[config.mk]
export PLATFORM = sky130hd
export DESIGN_NAME = controlUnit
export DESIGN_NICKNAME = d
export VERILOG_FILES = /design/src/rtl/cpuControlPkg.sv /design/src/rtl/instrDecoder.sv /design/src/rtl/controlSequencer.sv /design/src/rtl/controlWordTable.sv /design/src/rtl/controlUnit.sv
export VERILOG_INCLUDE_DIRS = /design/src /design/src/rtl
export SDC_FILE = /design/constraint.sdc
export NUM_CORES = 1
export LEC_CHECK = 0
export BUFFER_PORTS_ARGS = -buffer_cell sky130_fd_sc_hd__buf_4
export CORE_MARGIN = 2
export CORE_UTILIZATION = 30
export CTS_BUF_LIST = sky130_fd_sc_hd__clkbuf_4 sky130_fd_sc_hd__clkbuf_8
export DETAILED_ROUTE_END_ITERATION = 16
export GPL_ROUTABILITY_DRIVEN = 0
export PLACE_DENSITY_LB_ADDON = 0.12
export SLEW_MARGIN = 15
export SYNTH_ARGS = -nofsm -noshare
export SYNTH_HDL_FRONTEND = slang
export SYNTH_SLANG_ARGS = --single-unit
[constraint.sdc]
create_clock -name Clock -period 2.4 [get_ports Clock]
set_clock_uncertainty 0.15 [all_clocks]
set_input_delay 0.12 -clock Clock [delete_from_list [all_inputs] [get_ports Clock]]
set_output_delay 0.12 -clock Clock [all_outputs]
set_load 0.05 [all_outputs]
[src/rtl/control_config.svh]
// Memory wait count must be at least one and fit in WAIT_CNT_W bits
`ifndef CONTROL_CONFIG_SVH
`define CONTROL_CONFIG_SVH

// Instruction register fields
`define OPCODE_W 6
`define FUNCT_W 6

// Fixed memory read latency in cycles
`define MEM_WAIT_CYCLES 2
`define WAIT_CNT_W 2

// Reset write of the stack pointer
`define SP_WRITE_IN 2'b10
`define SP_DATA_SRC 3'b110

// Memory address mux codes of the exception vectors
`define NEX_VECTOR_ADRS 2'b10
`define OVF_VECTOR_ADRS 2'b11

`endif

[src/rtl/cpuControlPkg.sv]
// Mux codes in the control words follow the datapath and unlisted opcodes or functs trap
`default_nettype none

`include "control_config.svh"

package cpuControlPkg;

    typedef enum logic [`OPCODE_W-1:0] {
        opRtype = 6'h00,
        opJ     = 6'h02,
        opJal   = 6'h03,
        opBeq   = 6'h04,
        opBne   = 6'h05,
        opBle   = 6'h06,
        opBgt   = 6'h07,
        opAddi  = 6'h08,
        opAddiu = 6'h09,
        opSlti  = 6'h0a,
        opLui   = 6'h0f,
        opLb    = 6'h20,
        opLh    = 6'h21,
        opLw    = 6'h23,
        opSb    = 6'h28,
        opSh    = 6'h29,
        opSw    = 6'h2b
    } opcode_e;

    typedef enum logic [`FUNCT_W-1:0] {
        fnJr  = 6'h08,
        fnAdd = 6'h20,
        fnSub = 6'h22,
        fnAnd = 6'h24,
        fnSlt = 6'h2a
    } funct_e;

    typedef enum logic [5:0] {
        Reset1, Reset2, Fetch1, Fetch2, IrLoad, Decode1, Decode2,
        ExecArith, ExecImm, WriteRd, WriteRt, SetLess, SetLessImm, LoadUpper,
        Jump, JumpLink1, JumpLink2, JumpReg, Compare, BranchTaken,
        AddrCalc, MemWait, MdLoad, LoadWrite, Store,
        Exc1, Exc2, Exc3, Exc4
    } ctrlState_e;

    typedef enum logic [3:0] {
        clsArith, clsAddImm, clsSlt, clsSlti, clsLui, clsJ, clsJal, clsJr,
        clsBranch, clsLoad, clsStore, clsUnknown
    } instrClass_e;

    // Same order as the low opcode bits of the branches
    typedef enum logic [1:0] {brBeq, brBne, brBle, brBgt} branchKind_e;

    // Values double as the wdControl and mdControl codes
    typedef enum logic [1:0] {
        sizeWord = 2'b00,
        sizeHalf = 2'b01,
        sizeByte = 2'b10
    } accessSize_e;

    typedef enum logic [1:0] {arithAdd, arithSub, arithAnd} arithOp_e;

    typedef enum logic {causeOverflow, causeNonexistent} excCause_e;

    typedef struct packed {
        logic z;
        logic n;
        logic o;
        logic et;
        logic gt;
        logic lt;
    } aluFlags_t;

    typedef struct packed {
        logic       pcWrite;
        logic [2:0] pcSource;
    } pcCtrl_t;

    typedef struct packed {
        logic       memWrRd;
        logic [1:0] memAdrsSrc;
        logic [1:0] wdControl;
        logic       mdWrite;
        logic [1:0] mdControl;
    } memCtrl_t;

    typedef struct packed {
        logic       irWrite;
        logic [1:0] writeIn;
        logic [2:0] writeDataSrc;
        logic       regWrite;
        logic       abWrite;
    } regCtrl_t;

    typedef struct packed {
        logic [2:0] aluControl;
        logic [1:0] aluSrcA;
        logic [1:0] aluSrcB;
        logic       aluOutWrite;
        logic       epcWrite;
    } aluCtrl_t;

    typedef struct packed {
        instrClass_e instrClass;
        branchKind_e branchKind;
        accessSize_e accessSize;
        arithOp_e    arithOp;
    } decodeInfo_t;

endpackage

`default_nettype wire

[src/rtl/instrDecoder.sv]
// Combinational only and any encoding outside cpuControlPkg decodes as clsUnknown
`default_nettype none

`include "control_config.svh"

module instrDecoder
    import cpuControlPkg::*;
(
    input  logic [`OPCODE_W-1:0] Opcode,
    input  logic [`FUNCT_W-1:0]  Funct,
    output decodeInfo_t          decodeInfo
);

    always_comb begin
        decodeInfo = '{instrClass: clsUnknown, branchKind: brBeq,
                       accessSize: sizeWord, arithOp: arithAdd};
        case (Opcode)
            opRtype: begin
                case (Funct)
                    fnAdd: decodeInfo.instrClass = clsArith;
                    fnSub: begin
                        decodeInfo.instrClass = clsArith;
                        decodeInfo.arithOp    = arithSub;
                    end
                    fnAnd: begin
                        decodeInfo.instrClass = clsArith;
                        decodeInfo.arithOp    = arithAnd;
                    end
                    fnSlt:   decodeInfo.instrClass = clsSlt;
                    fnJr:    decodeInfo.instrClass = clsJr;
                    default: decodeInfo.instrClass = clsUnknown;
                endcase
            end
            opJ:   decodeInfo.instrClass = clsJ;
            opJal: decodeInfo.instrClass = clsJal;
            opBeq, opBne, opBle, opBgt: begin
                decodeInfo.instrClass = clsBranch;
                decodeInfo.branchKind = branchKind_e'(Opcode[1:0]);
            end
            opAddi, opAddiu: decodeInfo.instrClass = clsAddImm;
            opSlti:          decodeInfo.instrClass = clsSlti;
            opLui:           decodeInfo.instrClass = clsLui;
            opLb, opLh, opLw: begin
                decodeInfo.instrClass = clsLoad;
                decodeInfo.accessSize = (Opcode == opLb) ? sizeByte :
                                        (Opcode == opLh) ? sizeHalf : sizeWord;
            end
            opSb, opSh, opSw: begin
                decodeInfo.instrClass = clsStore;
                decodeInfo.accessSize = (Opcode == opSb) ? sizeByte :
                                        (Opcode == opSh) ? sizeHalf : sizeWord;
            end
            default: decodeInfo.instrClass = clsUnknown;
        endcase
    end

endmodule

`default_nettype wire

[src/rtl/controlSequencer.sv]
// Flags must be valid in the cycle of the ALU operation that the current state selects
`default_nettype none

`include "control_config.svh"

module controlSequencer
    import cpuControlPkg::*;
(
    input  logic                 Clock,
    input  logic                 rst,
    input  decodeInfo_t          decodeInfo,
    input  logic [`OPCODE_W-1:0] Opcode,
    input  aluFlags_t            Flags,
    output ctrlState_e           state,
    output excCause_e            excCause
);

    localparam int waitLast = `MEM_WAIT_CYCLES - 1;

    ctrlState_e             nextState;
    logic [`WAIT_CNT_W-1:0] waitCnt;
    logic                   waitDone;
    logic                   branchTaken;

    assign waitDone = (waitCnt == waitLast[`WAIT_CNT_W-1:0]);

    always_comb begin
        case (decodeInfo.branchKind)
            brBeq:   branchTaken = Flags.et;
            brBne:   branchTaken = ~Flags.et;
            brBle:   branchTaken = Flags.lt | Flags.et;
            default: branchTaken = Flags.gt;
        endcase
    end

    always_comb begin
        case (state)
            Reset1:  nextState = Reset2;
            Reset2:  nextState = Fetch1;
            Fetch1:  nextState = Fetch2;
            Fetch2:  nextState = IrLoad;
            IrLoad:  nextState = Decode1;
            Decode1: nextState = Decode2;
            Decode2: begin
                case (decodeInfo.instrClass)
                    clsArith:  nextState = ExecArith;
                    clsAddImm: nextState = ExecImm;
                    clsSlt:    nextState = SetLess;
                    clsSlti:   nextState = SetLessImm;
                    clsLui:    nextState = LoadUpper;
                    clsJ:      nextState = Jump;
                    clsJal:    nextState = JumpLink1;
                    clsJr:     nextState = JumpReg;
                    clsBranch: nextState = Compare;
                    clsLoad, clsStore: nextState = AddrCalc;
                    default:   nextState = Exc1;
                endcase
            end
            ExecArith: nextState = Flags.o ? Exc1 : WriteRd;
            // addiu never traps
            ExecImm:   nextState = (Flags.o && Opcode == opAddi) ? Exc1 : WriteRt;
            JumpLink1: nextState = JumpLink2;
            Compare:   nextState = branchTaken ? BranchTaken : Fetch1;
            AddrCalc:  nextState = MemWait;
            MemWait:   nextState = waitDone ? MdLoad : MemWait;
            MdLoad:    nextState = (decodeInfo.instrClass == clsStore) ? Store : LoadWrite;
            Exc1:      nextState = Exc2;
            Exc2:      nextState = waitDone ? Exc3 : Exc2;
            Exc3:      nextState = Exc4;
            WriteRd, WriteRt, SetLess, SetLessImm, LoadUpper, Jump, JumpLink2,
            JumpReg, BranchTaken, LoadWrite, Store, Exc4: nextState = Fetch1;
            default:   nextState = Reset1;
        endcase
    end

    always_ff @(posedge Clock) begin
        if (rst) begin
            state    <= Reset1;
            waitCnt  <= '0;
            excCause <= causeOverflow;
        end else begin
            state <= nextState;
            // Restarts on every state change so each wait begins at zero
            if (nextState != state)
                waitCnt <= '0;
            else
                waitCnt <= waitCnt + 1'b1;
            // Only Decode2 jumps straight to Exc1 for an unknown instruction
            if (nextState == Exc1)
                excCause <= (state == Decode2) ? causeNonexistent : causeOverflow;
        end
    end

endmodule

`default_nettype wire

[src/rtl/controlWordTable.sv]
// Moore outputs only and states without an entry drive the all-zero control word
`default_nettype none

`include "control_config.svh"

module controlWordTable
    import cpuControlPkg::*;
(
    input  ctrlState_e  state,
    input  decodeInfo_t decodeInfo,
    input  excCause_e   excCause,
    output pcCtrl_t     pcCtrl,
    output memCtrl_t    memCtrl,
    output regCtrl_t    regCtrl,
    output aluCtrl_t    aluCtrl
);

    logic [1:0] vectorAdrs;
    logic [2:0] arithAlu;

    assign vectorAdrs = (excCause == causeNonexistent) ? `NEX_VECTOR_ADRS : `OVF_VECTOR_ADRS;

    always_comb begin
        case (decodeInfo.arithOp)
            arithSub: arithAlu = 3'b010;
            arithAnd: arithAlu = 3'b011;
            default:  arithAlu = 3'b001;
        endcase
    end

    always_comb begin
        pcCtrl  = '0;
        memCtrl = '0;
        regCtrl = '0;
        aluCtrl = '0;
        // Reset1, Fetch1, Fetch2 and Decode2 keep the zero word
        case (state)
            Reset2: begin
                regCtrl.regWrite     = 1'b1;
                regCtrl.writeIn      = `SP_WRITE_IN;
                regCtrl.writeDataSrc = `SP_DATA_SRC;
            end
            IrLoad: begin
                regCtrl.irWrite    = 1'b1;
                // PC + 4
                pcCtrl             = '{pcWrite: 1'b1, pcSource: 3'b001};
                aluCtrl.aluControl = 3'b001;
                aluCtrl.aluSrcB    = 2'b01;
            end
            Decode1: begin
                // Branch target into ALUOut while A and B load
                regCtrl.abWrite     = 1'b1;
                aluCtrl.aluControl  = 3'b001;
                aluCtrl.aluSrcB     = 2'b11;
                aluCtrl.aluOutWrite = 1'b1;
            end
            ExecArith: begin
                aluCtrl = '{aluControl: arithAlu, aluSrcA: 2'b01, aluSrcB: 2'b00,
                            aluOutWrite: 1'b1, epcWrite: 1'b0};
            end
            ExecImm, AddrCalc: begin
                aluCtrl = '{aluControl: 3'b001, aluSrcA: 2'b01, aluSrcB: 2'b10,
                            aluOutWrite: 1'b1, epcWrite: 1'b0};
            end
            WriteRd: regCtrl = '{irWrite: 1'b0, writeIn: 2'b01, writeDataSrc: 3'b000,
                                 regWrite: 1'b1, abWrite: 1'b0};
            WriteRt: regCtrl = '{irWrite: 1'b0, writeIn: 2'b00, writeDataSrc: 3'b000,
                                 regWrite: 1'b1, abWrite: 1'b0};
            SetLess, SetLessImm: begin
                aluCtrl.aluControl   = 3'b111;
                aluCtrl.aluSrcA      = 2'b01;
                aluCtrl.aluSrcB      = (state == SetLessImm) ? 2'b10 : 2'b00;
                regCtrl.writeIn      = (state == SetLessImm) ? 2'b00 : 2'b01;
                regCtrl.writeDataSrc = 3'b111;
                regCtrl.regWrite     = 1'b1;
            end
            LoadUpper: begin
                regCtrl.writeDataSrc = 3'b010;
                regCtrl.regWrite     = 1'b1;
            end
            Jump: pcCtrl = '{pcWrite: 1'b1, pcSource: 3'b000};
            JumpLink1: begin
                // Return address passes through the ALU unchanged
                aluCtrl.aluOutWrite = 1'b1;
            end
            JumpLink2: begin
                pcCtrl               = '{pcWrite: 1'b1, pcSource: 3'b000};
                regCtrl.writeIn      = 2'b11;
                regCtrl.regWrite     = 1'b1;
            end
            JumpReg: begin
                pcCtrl          = '{pcWrite: 1'b1, pcSource: 3'b001};
                aluCtrl.aluSrcA = 2'b01;
            end
            Compare: begin
                aluCtrl.aluControl = 3'b111;
                aluCtrl.aluSrcA    = 2'b01;
            end
            BranchTaken: pcCtrl = '{pcWrite: 1'b1, pcSource: 3'b011};
            MemWait: memCtrl.memAdrsSrc = 2'b01;
            MdLoad: begin
                memCtrl.memAdrsSrc = 2'b01;
                memCtrl.mdWrite    = 1'b1;
            end
            LoadWrite: begin
                memCtrl.mdControl    = decodeInfo.accessSize;
                regCtrl.writeDataSrc = 3'b001;
                regCtrl.regWrite     = 1'b1;
            end
            Store: begin
                memCtrl.memWrRd    = 1'b1;
                memCtrl.memAdrsSrc = 2'b01;
                memCtrl.wdControl  = decodeInfo.accessSize;
            end
            Exc1: begin
                // EPC gets PC - 4
                aluCtrl = '{aluControl: 3'b010, aluSrcA: 2'b00, aluSrcB: 2'b01,
                            aluOutWrite: 1'b0, epcWrite: 1'b1};
            end
            Exc2: memCtrl.memAdrsSrc = vectorAdrs;
            Exc3: begin
                memCtrl.memAdrsSrc = vectorAdrs;
                memCtrl.mdWrite    = 1'b1;
            end
            Exc4: begin
                // Handler address is the byte read from the vector
                pcCtrl             = '{pcWrite: 1'b1, pcSource: 3'b100};
                memCtrl.memAdrsSrc = vectorAdrs;
                memCtrl.mdControl  = sizeByte;
            end
            default: ;
        endcase
    end

endmodule

`default_nettype wire

[src/rtl/controlUnit.sv]
// No memory handshake so the datapath memory must answer within MEM_WAIT_CYCLES
`default_nettype none

`include "control_config.svh"

module controlUnit
    import cpuControlPkg::*;
(
    input  logic                 Clock,
    input  logic                 rst,
    input  logic [`OPCODE_W-1:0] Opcode,
    input  logic [`FUNCT_W-1:0]  Funct,
    input  aluFlags_t            Flags,
    output pcCtrl_t              pcCtrl,
    output memCtrl_t             memCtrl,
    output regCtrl_t             regCtrl,
    output aluCtrl_t             aluCtrl
);

    decodeInfo_t decodeInfo;
    ctrlState_e  state;
    excCause_e   excCause;

    instrDecoder decoder (
        .Opcode     (Opcode),
        .Funct      (Funct),
        .decodeInfo (decodeInfo)
    );

    controlSequencer sequencer (
        .Clock      (Clock),
        .rst        (rst),
        .decodeInfo (decodeInfo),
        .Opcode     (Opcode),
        .Flags      (Flags),
        .state      (state),
        .excCause   (excCause)
    );

    controlWordTable wordTable (
        .state      (state),
        .decodeInfo (decodeInfo),
        .excCause   (excCause),
        .pcCtrl     (pcCtrl),
        .memCtrl    (memCtrl),
        .regCtrl    (regCtrl),
        .aluCtrl    (aluCtrl)
    );

endmodule

`default_nettype wire

==> metrics.md <==
| Metric | Value |
|---|---|
| Syn Inst Count | between 300 and 400 |
| Largest net degree at the start of global routing | 35 |
| Vias/cell | 5.49 |
| TritonCTS clock tree | yes |
| Vias in the first global route | 2471 |
| Critical path origin | Opcode[1] |
| Hold path startpoint | Flags[3] |
| Switching share of power | between 40% and 50% |
| Synthesized area per cell | 6.57 um^2 |
| Via count | 2578 |
| Clock Sinks | 8 |
| Hold depth | 4 |
| XOR/XNOR share of the synthesized area | less than 1% |
| Period utilization | 98.7% |
| NetSw | 0.415 mW |
| Worst vdd ir | ~0.00033 V |
| Diode count | 0 |
| Post-route setup TNS | 0 ps |
| Post-synthesis sequential area ratio | 8.10% |
| Adder-Cell Fraction of Synth Area | 5.57% |
| R2R Setup Slk | 50 ps |
| Worst reg2reg path endpoint | sequencer.excCause |
| Placed Cells | 465 |
| Initial antenna violation count | 0 |
| Setup violators final | 0 |
| Post-DRT Antenna Nets | 0 |
| Reg power frac | between 10% and 20% |
| Initial Util | 31.2% |
| Multi-input gate area | 1900 um^2 |
| Final Hold Fails | 0 |
| Hold Crit Class | in -> reg |
| Flops & latches, synth | 8 |
| Final Max Slew Viols | 0 |
| FF/Latch Area | 160 um^2 |
| Top_reg_cell synth | dfxtp_1 |
| Drt initial violations | 152 |
| Gr ovfl total | 0 |
| Leak | ~1.4 nW |
| Num CTS Buffers | 3 |
| Power Density | approximately 290 nW/um^2 |
| Critical-path maximum fanout | 7 |
| Area contributors post-synth | dfxtp_1 8.1%, nor2_1 7.0%, a21oi_1 6.3%, nor2b_1 5.7%, ha_1 5.1% |
| Die area | 7260 um^2 |
| Net Count, Synth | 329 |
| Port bufs | 45 |
| WP data arrival | 2360 ps |
| CP Capture Type | register |
| Logic pwr share | 66.5% |
| Synth top area share | 8.10% |
| Drt pass-1 iters | 6 |
| Die Ht | around 85 um |
| Clock Latency Late Sink | 230 ps |
| Count of flip-flops with a built-in enable after synthesis | 0 |
| Hold EP | sequencer.excCause |
| Crit path time final | 2370 ps |
| RSZ-0062 raised after global routing | yes |
| Reg2reg path depth | 9 |
| Synth Area in Compound Gates | 33.0% |
| Nets | roughly 420 |
| Longest Clk Path Bufs | 2 |
| H-tree lvl count | 1 |
| Share of cells above drive strength 1 | 41.7% |
| Run status | complete, no violations |
| Die W | 85.2 um |
| Netlist cell types | 69 |
| Clk pwr share | between 10% and 20% |
| First-pass GRT wire length | 12000 um |
| Asr flop ratio synth | 0% |
| Mux contribution to synthesized area | 5.06% |
| GRT Util Overall | 19.8% |
| Cell-internal power | about 0.53 mW |
| Clock slew at reported path FFs | 40 ps |
| # DRC | 0 |
| Number of max-cap violations | 0 |
| Reg2reg start | sequencer.state[1] |
| Routed WL per cell | 15.3 um |
| Area growth syn-to-layout | 62.5% |
| Critical path type | in -> reg |
| WL final | 7200 um |
| Startpoint class of the critical path | primary input |
| Fillcell total | approximately 600 |
| Biggest area consumer among synthesized cells | dfxtp_1 |
| # rows | 29 |
| I/O pin cnt | 49 |
| Max Clk Rate | 0.422 GHz |
| Req. time, crit path | 2390 ps |
| Core Area | 6350 um^2 |
| Final cell count without fillers | between 400 and 500 |
| Yosys warns | 0 |
| Syn Std Cell Area | 1980 um^2 |
| Post-synthesis simple-gate area fraction | 39.4% |
| Largest family of logic cells by synthesized area | simple AND/OR/NAND/NOR gates |
| Root Driver | clkbuf_8 |
| Hpwl dp | 5540 um |
[stage by stage]
step / setup slack [ps] / hold WS, ps / area, um^2 / total power [mW] / utilization, %
after global placement: -218 / 208 / 3000 / 0.743 / 47.2
after global routing: -117 / 346 / 3210 / 1.01 / 50.6
after CTS: -6.06 / 260 / 3130 / 0.929 / 49.3
final: 31.1 / 268 / 3210 / 0.946 / 50.6
after floorplan: -67.0 / 41.6 / 2120 / 0.507 / -
after detailed placement: -274 / 217 / 3000 / 0.743 / 47.2
[worst max-delay path by stage]
stage                                end  slack [ps]
detailed placement  sequencer.waitCnt[0]        -270
global placement    sequencer.waitCnt[1]        -220
finish              sequencer.waitCnt[1]          30
CTS                 sequencer.waitCnt[0]          -6
floorplan                     regCtrl[0]         -70
global route        sequencer.waitCnt[0]        -120
[area by class of cell]
class / instances / area share [%]
Clock buffer: 3 / 1.28
Multi-Input combinational cell: 256 / 59.0
Timing Repair Buffer: 115 / 30.5
Tap cell: 77 / 3.00
Inverter: 11 / 1.28
Sequential cell: 8 / 4.98
[worst max-delay path, stage by stage]
cell and delay, ps:
buf_12 110, or4_4 550, a311oi_4 260, a311oi_4 90, inv_2 160, ha_4 150
a21oi_2 30, a211o_1 250, a211oi_2 230, mux2i_1 150, nor4_1 260
[flip-flops by register name, summed over array words and instances (netlist names)]
name and count:
sequencer.excCause 1, sequencer.waitCnt 2, sequencer.state 5
[cells by family (layout without fill, tap and decap cells)]
family	after synthesis	after routing
AND/OR/NAND/NOR	143	143
AO/OA/AOI/OAI	92	92
buffers and inverters	37	129
adder cells (fa/ha/maj)	9	9
multiplexers	9	9
flip-flops	8	8
XOR/XNOR	2	2
other	1	1
[timing repair]
item / in CTS / in global routing
resized for setup: 13 / 20
endpoints found under the hold margin: 5 / 0
pin swaps: 2 / 6
endpoints found under the setup margin: 2 / 7
buffers inserted: 0 / 1
hold buffers: 1 / 0
[cell usage after synthesis, drive strengths merged, types with 3 or more instances]
library cell	number
a211o	3
a211oi	5
a21boi	3
a21oi	25
a22oi	3
a311oi	4
a31oi	3
buf	9
clkbuf	17
dfxtp	8
ha	8
inv	11
mux2i	7
nand2	26
nand2b	13
nand3	6
nand4	4
nand4b	5
nor2	38
nor2b	18
nor3	11
nor4	4
nor4b	3
o211ai	3
o21ai	18
o22ai	4
o31ai	3
[per-layer routing]
metal	part of all wire (%)	vias to the layer above	GRT usage [%]
li1	-	1290	-
met1	49	1212	29.6
met2	45	70	31.5
met3	4.5	6	1.07
met4	0.74	0	3.46
met5	0	-	0
[power groups by stage]
stage | Sequential (mW) | Clock (mW) | Combinational, mW
after global routing | 0.152 | 0.174 | 0.682
after floorplan | 0.151 | 0 | 0.356
after detailed placement | 0.154 | 0 | 0.588
final | 0.152 | 0.165 | 0.629
after global placement | 0.154 | 0 | 0.588
after CTS | 0.152 | 0.170 | 0.607
[placed cells by master (no fill, tap or decap), types with 4 or more instances in the layout]
| cell type | n |
|---|---|
| nor3_1 | 9 |
| inv_1 | 8 |
| nand2_1 | 24 |
| nor2_1 | 33 |
| nand4_1 | 4 |
| o21ai_0 | 13 |
| nand3_1 | 6 |
| dfxtp_1 | 8 |
| a21oi_1 | 19 |
| mux2i_1 | 5 |
| buf_4 | 100 |
| buf_12 | 7 |
| ha_4 | 4 |
| o21ai_1 | 4 |
| nand4b_1 | 5 |
| nor2b_1 | 16 |
| a21oi_2 | 6 |
| ha_1 | 4 |
| nand2b_1 | 12 |
| buf_6 | 7 |
| nor2_2 | 4 |
(Power assumes the default switching activity.)
